==> src/rtl/xt_reg_pkg.sv <==
// extended register indices, video indices, reset values, config and video-write structs
`default_nettype none

package xt_reg_pkg;

	// #nnAF register indices
	localparam logic [7:0] XSTAT   = 8'h00; // status, read side
	localparam logic [7:0] RAMPAGE = 8'h10; // #10..#13
	localparam logic [7:0] FMADDR  = 8'h15;
	localparam logic [7:0] SYSCONF = 8'h20;
	localparam logic [7:0] MEMCONF = 8'h21;
	localparam logic [7:0] IM2VECT = 8'h25;
	localparam logic [7:0] FDDVIRT = 8'h29;

	// video registers, handed on as a write event only
	localparam logic [7:0] VCONF    = 8'h00;
	localparam logic [7:0] VPAGE    = 8'h01;
	localparam logic [7:0] GXOFFSL  = 8'h02;
	localparam logic [7:0] GXOFFSH  = 8'h03;
	localparam logic [7:0] GYOFFSL  = 8'h04;
	localparam logic [7:0] GYOFFSH  = 8'h05;
	localparam logic [7:0] TSCONF   = 8'h06;
	localparam logic [7:0] PALSEL   = 8'h07;
	localparam logic [7:0] TMPAGE   = 8'h08;
	localparam logic [7:0] T0GPAGE  = 8'h09;
	localparam logic [7:0] T1GPAGE  = 8'h0A;
	localparam logic [7:0] SGPAGE   = 8'h0B;
	localparam logic [7:0] XBORDER  = 8'h0F;
	localparam logic [7:0] T0XOFFSL = 8'h40;
	localparam logic [7:0] T0XOFFSH = 8'h41;
	localparam logic [7:0] T0YOFFSL = 8'h42;
	localparam logic [7:0] T0YOFFSH = 8'h43;
	localparam logic [7:0] T1XOFFSL = 8'h44;
	localparam logic [7:0] T1XOFFSH = 8'h45;
	localparam logic [7:0] T1YOFFSL = 8'h46;
	localparam logic [7:0] T1YOFFSH = 8'h47;
	localparam logic [7:0] HSINT    = 8'h22;
	localparam logic [7:0] VSINTL   = 8'h23;
	localparam logic [7:0] VSINTH   = 8'h24;

	localparam logic [7:0] SYSCONF_RST = 8'h01; // turbo 7 MHz
	localparam logic [7:0] MEMCONF_RST = 8'h04; // rom map off
	localparam logic [7:0] IM2VECT_RST = 8'hFF;
	// pages 3..0
	localparam logic [3:0][7:0] RAMPAGE_RST = {8'h00, 8'h02, 8'h05, 8'h00};

	typedef struct packed
	{
		logic [7:0] sysconf;
		logic [7:0] memconf;
		logic [7:0] im2vect;
		logic [3:0] fddvirt;
		logic       fmaddr_hi; // fm chip enable
		logic [3:0] fmaddr_lo;
		logic       lock48;
	} sys_cfg_t;

	typedef struct packed
	{
		logic       en;
		logic [7:0] idx;
		logic [7:0] data;
	} vid_wr_t;

endpackage

`default_nettype wire

==> src/rtl/z80_bus_pkg.sv <==
// z80 bus struct, port select flags, strobe pair, low-byte port addresses
`default_nettype none

package z80_bus_pkg;

	// low address byte of each decoded port
	localparam logic [7:0] PORT_FE    = 8'hFE; // keyboard and tape
	localparam logic [7:0] PORT_XT    = 8'hAF; // extended regs, index in high byte
	localparam logic [7:0] PORT_FD    = 8'hFD; // #7FFD when a15 is low
	localparam logic [7:0] PORT_KJOY  = 8'h1F; // kempston joystick
	localparam logic [7:0] PORT_SDCFG = 8'h77; // sd chip select
	localparam logic [7:0] PORT_SDDAT = 8'h57; // sd data

	localparam logic [7:0] PORT_IDLE  = 8'hFF; // floating bus on unmatched reads

	// z80 bus as seen by the port block
	typedef struct packed
	{
		logic [15:0] addr;
		logic [7:0]  din;
		logic        iorq;
		logic        rd;
		logic        wr;
	} z80_bus_t;

	// one flag per kept port
	typedef struct packed
	{
		logic fe;
		logic jstk;
		logic xt;
		logic p7ffd;
		logic sdcfg;
		logic sddat;
	} port_sel_t;

	// single-cycle strobes, one per io cycle
	typedef struct packed
	{
		logic wr;
		logic rd;
	} io_strobe_t;

endpackage

`default_nettype wire

==> src/rtl/port_decoder.sv <==
// low-byte address decode, porthit/dataout, one-cycle io strobes
`default_nettype none
`timescale 1ns/1ns

module port_decoder
(
	input  wire                    zclk,
	input  wire                    rst,
	input  z80_bus_pkg::z80_bus_t  bus,
	input  wire                    dos,
	output z80_bus_pkg::port_sel_t sel,
	output z80_bus_pkg::io_strobe_t strobe,
	output logic                   porthit,
	output logic                   dataout
);

	logic [7:0] loa;
	logic       iowr;
	logic       iord;
	logic       iowr_prev;
	logic       iord_prev;

	assign loa  = bus.addr[7:0];
	assign iowr = bus.iorq & bus.wr;
	assign iord = bus.iorq & bus.rd;

	always_comb
	begin
		sel.fe    = (loa == z80_bus_pkg::PORT_FE);
		sel.xt    = (loa == z80_bus_pkg::PORT_XT);
		sel.p7ffd = (loa == z80_bus_pkg::PORT_FD) & ~bus.addr[15]; // a15 high is AY
		sel.jstk  = (loa == z80_bus_pkg::PORT_KJOY) & ~dos;        // #1F belongs to fdc in dos
		sel.sdcfg = (loa == z80_bus_pkg::PORT_SDCFG) & ~dos;
		sel.sddat = (loa == z80_bus_pkg::PORT_SDDAT) & ~dos;
	end

	assign porthit = |sel;
	assign dataout = porthit & iord & ~sel.p7ffd; // #7FFD is write only

	// rising edge of each io level gives one strobe per z80 cycle
	always_ff @(posedge zclk)
	begin
		if (rst)
		begin
			iowr_prev  <= 1'b0;
			iord_prev  <= 1'b0;
			strobe.wr  <= 1'b0;
			strobe.rd  <= 1'b0;
		end
		else
		begin
			iowr_prev <= iowr;
			iord_prev <= iord;
			strobe.wr <= iowr & ~iowr_prev;
			strobe.rd <= iord & ~iord_prev;
		end
	end

	// rd and wr are exclusive on the z80 bus
	a_strobe_excl: assert property (@(posedge zclk) disable iff (rst)
		strobe.wr |-> !strobe.rd);

endmodule

`default_nettype wire

==> src/rtl/port_read_mux.sv <==
// read data for keyboard, joystick, extended regs and sd ports
`default_nettype none
`timescale 1ns/1ns

module port_read_mux
(
	input  z80_bus_pkg::z80_bus_t  bus,
	input  z80_bus_pkg::port_sel_t sel,
	input  wire [4:0]              keys,
	input  wire [4:0]              kjoy,
	input  wire                    tape,
	input  wire [31:0]             xt_page,
	input  wire                    pwr_up,
	input  wire [7:0]              sd_rdata,
	output logic [7:0]             dout
);

	logic [7:0] hoa;
	logic [7:0] xt_rd;

	assign hoa = bus.addr[15:8];

	// readable part of the #nnAF space
	always_comb
	begin
		case (hoa)
			xt_reg_pkg::XSTAT:
				xt_rd = {2'b00, pwr_up, 5'b00000};
			xt_reg_pkg::RAMPAGE + 8'd2:
				xt_rd = xt_page[23:16];
			xt_reg_pkg::RAMPAGE + 8'd3:
				xt_rd = xt_page[31:24];
			default:
				xt_rd = z80_bus_pkg::PORT_IDLE;
		endcase
	end

	always_comb
	begin
		if (sel.fe)
			dout = {1'b1, tape, 1'b0, keys};
		else if (sel.jstk)
			dout = {3'b000, kjoy};
		else if (sel.xt)
			dout = xt_rd;
		else if (sel.sdcfg)
			dout = 8'h00; // card present, not write protected
		else if (sel.sddat)
			dout = sd_rdata;
		else
			dout = z80_bus_pkg::PORT_IDLE; // #7FFD and unmatched
	end

endmodule

`default_nettype wire

==> src/rtl/sd_port.sv <==
// z-controller chip select, spi start pulse, send byte latch
`default_nettype none
`timescale 1ns/1ns

module sd_port
(
	input  wire                     zclk,
	input  wire                     rst,
	input  z80_bus_pkg::z80_bus_t   bus,
	input  z80_bus_pkg::port_sel_t  sel,
	input  z80_bus_pkg::io_strobe_t strobe,
	output logic                    sdcs_n,
	output logic                    sd_start,
	output logic [7:0]              sd_wdata
);

	logic [7:0] send_byte;
	logic [7:0] wdata_q;

	assign sd_start  = (strobe.wr | strobe.rd) & sel.sddat; // any access starts a transfer
	assign send_byte = strobe.wr ? bus.din : 8'hFF;          // reads clock out #FF

	// held until the next start
	always_ff @(posedge zclk)
	begin
		if (sd_start)
			wdata_q <= send_byte;
	end

	assign sd_wdata = sd_start ? send_byte : wdata_q;

	always_ff @(posedge zclk)
	begin
		if (rst)
			sdcs_n <= 1'b1;
		else if (strobe.wr && sel.sdcfg)
			sdcs_n <= bus.din[1];
	end

	a_start_pulse: assert property (@(posedge zclk) disable iff (rst)
		sd_start |=> !sd_start);

endmodule

`default_nettype wire

==> src/rtl/xt_regfile.sv <==
// #nnAF registers, #7FFD paging with 48k/128k locks, power-up flag
`default_nettype none
`timescale 1ns/1ns

module xt_regfile
(
	input  wire                     zclk,
	input  wire                     rst,
	input  z80_bus_pkg::z80_bus_t   bus,
	input  z80_bus_pkg::port_sel_t  sel,
	input  z80_bus_pkg::io_strobe_t strobe,
	output xt_reg_pkg::sys_cfg_t    cfg,
	output logic [31:0]             xt_page,
	output xt_reg_pkg::vid_wr_t     vid_wr,
	output logic                    pwr_up
);

	logic [7:0]      hoa;
	logic [3:0][7:0] rampage;
	logic [7:0]      sysconf;
	logic [7:0]      memconf;
	logic [7:0]      im2vect;
	logic [3:0]      fddvirt;
	logic            fmaddr_hi;
	logic [3:0]      fmaddr_lo;
	logic            lock48;
	logic            lock128;
	logic            xt_wr;
	logic            p7ffd_wr;
	logic            is_vid;

	assign hoa      = bus.addr[15:8];
	assign xt_wr    = strobe.wr & sel.xt;
	assign p7ffd_wr = strobe.wr & sel.p7ffd & ~lock48;
	assign lock128  = memconf[7] ? ~bus.addr[13] : memconf[6];

	always_comb
	begin
		case (hoa)
			xt_reg_pkg::VCONF,    xt_reg_pkg::VPAGE,
			xt_reg_pkg::GXOFFSL,  xt_reg_pkg::GXOFFSH,
			xt_reg_pkg::GYOFFSL,  xt_reg_pkg::GYOFFSH,
			xt_reg_pkg::TSCONF,   xt_reg_pkg::PALSEL,
			xt_reg_pkg::TMPAGE,   xt_reg_pkg::T0GPAGE,
			xt_reg_pkg::T1GPAGE,  xt_reg_pkg::SGPAGE,
			xt_reg_pkg::XBORDER,
			xt_reg_pkg::T0XOFFSL, xt_reg_pkg::T0XOFFSH,
			xt_reg_pkg::T0YOFFSL, xt_reg_pkg::T0YOFFSH,
			xt_reg_pkg::T1XOFFSL, xt_reg_pkg::T1XOFFSH,
			xt_reg_pkg::T1YOFFSL, xt_reg_pkg::T1YOFFSH,
			xt_reg_pkg::HSINT,    xt_reg_pkg::VSINTL,
			xt_reg_pkg::VSINTH:
				is_vid = 1'b1;
			default:
				is_vid = 1'b0;
		endcase
	end

	// video block takes the write in the strobe cycle
	assign vid_wr.en   = xt_wr & is_vid;
	assign vid_wr.idx  = hoa;
	assign vid_wr.data = bus.din;

	always_ff @(posedge zclk)
	begin
		if (rst)
		begin
			rampage   <= xt_reg_pkg::RAMPAGE_RST;
			sysconf   <= xt_reg_pkg::SYSCONF_RST;
			memconf   <= xt_reg_pkg::MEMCONF_RST;
			im2vect   <= xt_reg_pkg::IM2VECT_RST;
			fddvirt   <= 4'h0;
			fmaddr_hi <= 1'b0; // fm off
			lock48    <= 1'b0;
		end
		else if (p7ffd_wr)
		begin
			memconf[0] <= bus.din[4]; // rom select
			rampage[3] <= {3'b000, lock128 ? 2'b00 : bus.din[7:6], bus.din[2:0]};
			lock48     <= bus.din[5];
		end
		else if (xt_wr)
		begin
			if (hoa[7:2] == xt_reg_pkg::RAMPAGE[7:2])
				rampage[hoa[1:0]] <= bus.din;
			if (hoa == xt_reg_pkg::FMADDR)
				fmaddr_hi <= bus.din[4];
			if (hoa == xt_reg_pkg::SYSCONF)
				sysconf <= bus.din;
			if (hoa == xt_reg_pkg::MEMCONF)
				memconf <= bus.din;
			if (hoa == xt_reg_pkg::IM2VECT)
				im2vect <= bus.din;
			if (hoa == xt_reg_pkg::FDDVIRT)
				fddvirt <= bus.din[3:0];
		end
	end

	always_ff @(posedge zclk)
	begin
		if (xt_wr && hoa == xt_reg_pkg::FMADDR)
			fmaddr_lo <= bus.din[3:0];
	end

	// set at reset, gone after the first status read
	always_ff @(posedge zclk)
	begin
		if (rst)
			pwr_up <= 1'b1;
		else if (strobe.rd && sel.xt && hoa == xt_reg_pkg::XSTAT)
			pwr_up <= 1'b0;
	end

	assign xt_page       = rampage;
	assign cfg.sysconf   = sysconf;
	assign cfg.memconf   = memconf;
	assign cfg.im2vect   = im2vect;
	assign cfg.fddvirt   = fddvirt;
	assign cfg.fmaddr_hi = fmaddr_hi;
	assign cfg.fmaddr_lo = fmaddr_lo;
	assign cfg.lock48    = lock48;

	// locked #7FFD writes leave paging alone
	a_lock48_hold: assert property (@(posedge zclk) disable iff (rst)
		(strobe.wr && sel.p7ffd && lock48) |=> ($stable(rampage[3]) && $stable(memconf[0])));

endmodule

`default_nettype wire

==> src/rtl/zports.sv <==
// top level of the io port block, instances and wiring
`default_nettype none
`timescale 1ns/1ns

module zports
(
	input  wire                    zclk,
	input  wire                    rst,
	input  z80_bus_pkg::z80_bus_t  bus,
	input  wire                    dos,
	input  wire [4:0]              keys,
	input  wire                    tape,
	input  wire [4:0]              kjoy,
	input  wire [7:0]              sd_rdata,
	output logic [7:0]             dout,
	output logic                   dataout,
	output logic                   porthit,
	output logic [31:0]            xt_page,
	output xt_reg_pkg::sys_cfg_t   cfg,
	output xt_reg_pkg::vid_wr_t    vid_wr,
	output logic                   sdcs_n,
	output logic                   sd_start,
	output logic [7:0]             sd_wdata
);

	z80_bus_pkg::port_sel_t  sel;
	z80_bus_pkg::io_strobe_t strobe;
	logic                    pwr_up;

	port_decoder u_decoder
	(
		.zclk    (zclk),
		.rst     (rst),
		.bus     (bus),
		.dos     (dos),
		.sel     (sel),
		.strobe  (strobe),
		.porthit (porthit),
		.dataout (dataout)
	);

	xt_regfile u_regfile
	(
		.zclk    (zclk),
		.rst     (rst),
		.bus     (bus),
		.sel     (sel),
		.strobe  (strobe),
		.cfg     (cfg),
		.xt_page (xt_page),
		.vid_wr  (vid_wr),
		.pwr_up  (pwr_up)
	);

	sd_port u_sd
	(
		.zclk     (zclk),
		.rst      (rst),
		.bus      (bus),
		.sel      (sel),
		.strobe   (strobe),
		.sdcs_n   (sdcs_n),
		.sd_start (sd_start),
		.sd_wdata (sd_wdata)
	);

	port_read_mux u_rdmux
	(
		.bus      (bus),
		.sel      (sel),
		.keys     (keys),
		.kjoy     (kjoy),
		.tape     (tape),
		.xt_page  (xt_page),
		.pwr_up   (pwr_up),
		.sd_rdata (sd_rdata),
		.dout     (dout)
	);

endmodule

`default_nettype wire

==> config.mk <==
export PLATFORM = sky130hd
export DESIGN_NAME = zports
export DESIGN_NICKNAME = d
export VERILOG_FILES = /design/src/rtl/xt_reg_pkg.sv /design/src/rtl/z80_bus_pkg.sv /design/src/rtl/port_decoder.sv /design/src/rtl/port_read_mux.sv /design/src/rtl/sd_port.sv /design/src/rtl/xt_regfile.sv /design/src/rtl/zports.sv
export SDC_FILE = /design/constraint.sdc
export NUM_CORES = 1
export LEC_CHECK = 0
export ABC_AREA = 1
export BUFFER_PORTS_ARGS = -buffer_cell sky130_fd_sc_hd__buf_2
export CORE_UTILIZATION = 39
export DETAILED_ROUTE_END_ITERATION = 10
export PLACE_DENSITY = 0.66
export SLEW_MARGIN = 40
export SYNTH_ARGS = -nofsm -noshare
export SYNTH_HDL_FRONTEND = slang
export SYNTH_SLANG_ARGS = --single-unit
==> constraint.sdc <==
create_clock -name zclk -period 4.4 [get_ports zclk]
set_input_delay 0.66 -clock zclk [delete_from_list [all_inputs] [get_ports zclk]]
set_output_delay 0.66 -clock zclk [all_outputs]
set_load 0.1 [all_outputs]
==> flow_summary.toml, run 1 <==
[global_routing]
overflow = 0
grt_pass1_wl_mm = 17.2
grt_pass1_vias = 3508
track_usage = 0.217
grt_max_degree = 34
antenna_found_initial = 0

[placement]
gp_congestion = 0.887
portBuffers = 151
placed_area_sq_um = 4590
placedCellCount = 791
hpwl_mm = 8.40

[status]
outcome = "finished clean"

[sta]
fin_worst_skew_ns = 0.00616
fmaxAchievable_ghz = 0.313
tightest_slew_ns = 0.672
grt_setup_unrepaired = "false"
max_slew_margin = 0.551
drv_slew = 0
setup_tns_ns = 0
finalSetupViolations = 0
hold_violations = 0
period_share = 0.726
finalCriticalPeriod_ns = 3.20
holdWs_ns = 0.396

[floorplan]
die_h_microns = 102
top_level_ports = 152
rows = 36
die_w_microns = 102
core_area_sq_um = 9730
die_area_sq_um = 10400
initial_utilization = 0.400

[critical_path]
cp_data_required_time_ns = 3.74
r2r-end = "u_regfile.im2vect[6]"
reg2regPathDepth = 6
reg2reg_from = "u_decoder.strobe[1]"
r2r_slack_ns = 2.75
max_stage_delay_ns = 0.46
worstPathCellList = "buf_2, inv_1, nand2_1, nor3_1, nand2_1, a21oi_2, nor2_1, a21oi_1, buf_2"
crit_slowest_cell = "buf_2"
worstSetupStartpointType = "input port"
startpoint = "bus[16]"
crit_fanout = 16
cp_top_family = "simple AND/OR/NAND/NOR gates"
cp-endpoint = "sd_wdata[2]"
end_kind = "output pin"
path_class = "input port to output pin"
critical_path_arrival_ns = 2.54
crit_buf_inv = 3
crit_cells = 9

[clock_network]
root_buffer = "clkbuf_8"
cts.sinks = 80
cts_max_level = 3
cts_buffer_depth = 2
path_clk_slew_ns = 0.08
hold_buffers = 0
tritoncts = "done"
cts_resized = 0
clock_latency_ns = 0.35
cts_setup_buffers = 0
cts_buffers = 9

[cells_and_area]
layout.nets = 718
drive_gt1_frac = 0.312
instances_no_fill = 807
area_growth_syn_to_layout_pct = 23.5
final_cell_area_sq_um = 4810
antenna_cells = 0

[power_and_ir_drop]
ir_drop_v = 0.000262
power_density_nw_per_um2 = 313
fin_total_pwr_mw = 1.51
p_leak_nw = 2.36

[run]
cap_viol_max_count = 0

[synthesis]
syn-cell-area_sq_um = 3900
netlist_instances = 543
ys_types = 35
ys_warn_count = 0
syn_area_per_cell_sq_um = 7.18
ys_seq_area_frac = 0.421
synth_seq_cells = 80
syn_nets = 592

[min_path]
hold_class = "flip-flop to flip-flop"

[detailed_routing]
num_vias = 3922
first_iter_violations = 235
detail_route.wl_per_cell_microns = 13.8
drc = 0
routed_wl_mm = 11.1
vias_per_cell = 4.86
first_pass_iters = 4
ant_nets = 0
-- cell usage in the layout (no fill, tap or decap), types with 2 or more instances in the layout --
cell type,count
o21ai_0,39
nand2_1,78
nor3_1,15
bufinv_16,2
o21ai_1,9
o211ai_1,7
clkbuf_8,9
edfxtp_1,4
nor3_2,2
nor2_2,6
o211ai_2,2
clkinvlp_4,2
inv_2,8
buf_2,151
nand3b_1,5
nand3_2,3
a21oi_1,15
nor2_1,127
nand2_4,2
nand2_2,5
nor2_4,5
inv_1,38
clkinv_4,2
dfxtp_1,76
nand3_1,36
nand4_1,10
o21ai_2,6
-- per-layer routing --
layer | share of wire | GRT usage
met3 | 0.060 | 0.0527
met2 | 0.47 | 0.358
met5 | 0 | 0
met1 | 0.46 | 0.281
met4 | 0.015 | 0.0648
-- flip-flops by register name (all words and copies together) (netlist names), 2 cells and up --
signal               flops
u_regfile.im2vect        8
u_regfile.fmaddr_lo      4
u_regfile.xt_page       32
u_sd.wdata_q             8
u_regfile.fddvirt        4
u_regfile.memconf        8
u_decoder.strobe         2
u_regfile.sysconf        8
-- per-stage QoR --
stage / util / worst slack [ns]
2_1_floorplan: - / 0.209
3_3_place_gp: 0.472 / 1.32
3_5_place_dp: 0.472 / 1.18
4_1_cts: 0.495 / 1.18
5_1_grt: 0.495 / 0.860
6_report: 0.495 / 1.20
-- cell usage after synthesis, drive strengths merged --
master / instances / share of area
nor2: 139 / 0.15
nand2: 85 / 0.089
dfxtp: 76 / 0.39
o21ai: 54 / 0.075
inv: 46 / 0.044
nand3: 40 / 0.058
buf: 32 / 0.055
nor3: 17 / 0.024
a21oi: 16 / 0.022
nand4: 10 / 0.016
o211ai: 9 / 0.020
clkbuf: 5 / 0.0048
nand3b: 5 / 0.0096
edfxtp: 4 / 0.031
and2: 1 / 0.0016
clkinv: 1 / 0.0013
nor3b: 1 / 0.0019
nor4: 1 / 0.0016
o311ai: 1 / 0.0022
-- logic make-up (layout without fill, tap and decap cells) --
group           after synthesis  count (layout)  synth area share
simple gates                299             299             0.354
flops                        80              80             0.421
buf+inv                      84             215             0.106
compound gates               80              80             0.119
-- worst min-delay path by stage --
| stage | cells after the start | end | from | slack (ns) |
|---|---|---|---|---|
| after floorplan | 1 | u_decoder.strobe[0] | u_decoder.iord_prev | 0.37 |
| after global placement | 1 | u_decoder.strobe[0] | u_decoder.iord_prev | 0.38 |
| after detailed placement | 1 | u_decoder.strobe[1] | u_decoder.iowr_prev | 0.39 |
| after CTS | 1 | u_decoder.strobe[1] | u_decoder.iowr_prev | 0.40 |
| after global routing | 1 | u_decoder.strobe[1] | u_decoder.iowr_prev | 0.41 |
| final | 1 | u_decoder.strobe[1] | u_decoder.iowr_prev | 0.40 |
-- area by class of cell --
cell class,count,area [sq um]
clock buffer,9,124
clock inverter,7,96.3
fill,1021,4920
inverter,47,178
multi-input combinational,379,1840
sequential,80,1640
tap,133,166
timing repair buffer,152,763
-- worst reg2reg max path, stage by stage, from the launching register on --
cell and delay [ns]:
dfxtp_1 0.55, inv_2 0.19, nor2_4 0.22, nand3_2 0.29
inv_1 0.21, nand2_1 0.07, nand3_1 0.07
-- power by group --
part	internal, mW	switching (mW)
clock	0.319	0.271
sequential	0.732	0.00184
combinational	0.0370	0.147
Power figures use the tool's default switching activity.
==> run 2, diff against run 1 <==
==> constraint.sdc (replaced) <==
create_clock -name zclk -period 3.05 [get_ports zclk]
set_input_delay 0.4575 -clock zclk [delete_from_list [all_inputs] [get_ports zclk]]
set_output_delay 0.4575 -clock zclk [all_outputs]
set_load 0.1 [all_outputs]
==> flow_summary.toml, run 2 (synthesized netlist as in run 1, its figures left out) <==
[sta]
drv_slew = 0
max_slew_margin = 0.661
setup_tns_ns = 0
finalCriticalPeriod_ns = 2.62
hold_violations = 0
period_share = 0.858
finalSetupViolations = 0
fmaxAchievable_ghz = 0.382
holdWs_ns = 0.354
tightest_slew_ns = 0.512
grt_setup_unrepaired = "false"
fin_worst_skew_ns = 0.00994

[power_and_ir_drop]
ir_drop_v = 0.000320
fin_total_pwr_mw = 2.30
power_density_nw_per_um2 = 470
p_leak_nw = 2.40

[clock_network]
hold_buffers = 0
tritoncts = "done"
cts_setup_buffers = 0
clock_latency_ns = 0.36
root_buffer = "clkbuf_8"
cts_resized = 0
cts_buffers = 9
cts_max_level = 3
path_clk_slew_ns = 0.08
cts.sinks = 80
cts_buffer_depth = 2

[cells_and_area]
instances_no_fill = 810
postLayoutCoreUtil = 0.503
antenna_cells = 0
area_growth_syn_to_layout_pct = 25.5
fill_cells = 1012
final_common_cell = "buf_2"
largest_register_ffs = 32
layout.nets = 721
drive_gt1_frac = 0.323
final_cell_mix = "151 x buf_2, 127 x nor2_1, 78 x nand2_1"

[floorplan]
die_h_microns = 102
core_area_sq_um = 9730
die_w_microns = 102
rows = 36
die_area_sq_um = 10400
initial_utilization = 0.400
top_level_ports = 152

[global_routing]
grt_max_degree = 31
grt_pass1_wl_mm = 17.4
antenna_found_initial = 0
grt_pass1_vias = 3505
track_usage = 0.219
overflow = 0

[critical_path]
worstSetupStartpointType = "flip-flop"
max_stage_delay_ns = 0.57
critical_path_arrival_ns = 2.16
crit_top_cell = "a21oi_2"
cp_data_required_time_ns = 2.59
path_class = "flip-flop to output pin"
crit_slowest_cell = "dfxtp_1"
worstPathCellList = "inv_2, a21oi_2, nor2_1, a21oi_2, buf_2"
crit_fanout = 11
end_kind = "output pin"

[detailed_routing]
routed_wl_mm = 11.3
detail_route.wl_per_cell_microns = 14.0
num_vias = 3924
wl_met2_mm = 5.46
vias_per_cell = 4.84
wl_met1_mm = 5.06
drc = 0
wl_met3_microns = 664
ant_nets = 0
first_iter_violations = 164
first_pass_iters = 4
top_layer_used = "met4"

[placement]
hpwl_mm = 8.71
placedCellCount = 794
portBuffers = 151
gp_congestion = 0.866

[min_path]
hold_class = "input port to flip-flop"

[run]
cap_viol_max_count = 0

[status]
outcome = "finished clean"
==> run 2: cell types whose count changed in the layout (fill, tap and decap cells not counted), sizes merged <==
cell / before / now
buf: 152 / 155
clkinvlp: 2 / 0
bufinv: 2 / 3
clkbuf: 9 / 10
clkinv: 4 / 3
inv: 46 / 47
==> run 2: cell type report <==
| type | count | area, sq um | share of cell area |
|---|---|---|---|
| inverter | 47 | 178 | 0.0363 |
| sequential | 80 | 1640 | 0.336 |
| multi-input combinational | 379 | 1870 | 0.382 |
| clock buffer | 10 | 138 | 0.0281 |
| clock inverter | 6 | 115 | 0.0235 |
| tap | 133 | 166 | 0.0340 |
| timing repair buffer | 155 | 786 | 0.161 |
==> run 2: path summary, 6_finish.rpt <==
path                                to  slack (ns)           startpoint  cells past startpoint
setup / recovery           sd_wdata[1]        0.43  u_decoder.strobe[1]                      5
hold / removal     u_decoder.iowr_prev        0.35               bus[0]                      3
setup reg to reg  u_regfile.im2vect[7]        1.38  u_decoder.strobe[1]                      6
hold reg to reg    u_decoder.strobe[0]        0.39  u_decoder.iord_prev                      1
==> run 2: metrics by stage <==
| step | setup slack (ns) | instance area (sq um) |
|---|---|---|
| after global routing | 0.308 | 4890 |
| after CTS | 0.439 | 4890 |
| final | 0.435 | 4890 |
| after detailed placement | 0.570 | 4640 |
| after global placement | 0.606 | 4640 |
| after floorplan | 0.0446 | 3920 |
==> run 2: routing by layer <==
metal  GRT usage  vias up
met5           0        -
met3      0.0499       14
met2       0.372      124
met1       0.279     1788
met4      0.0648        0
li1            -     1998
==> run 2: worst max-delay path, delay by kind of cell, from the launching register on <==
| kind | cells | cell delay [ns] |
|---|---|---|
| flip-flops | 1 | 0.57 |
| AND/OR/NAND/NOR | 1 | 0.09 |
| AO/OA/AOI/OAI | 2 | 0.50 |
| buffers and inverters | 2 | 0.64 |
==> run 2: where the power goes <==
part | switching [mW] | internal (mW)
Sequential | 0.00279 | 1.06
Combinational | 0.213 | 0.0549
Clock | 0.401 | 0.572
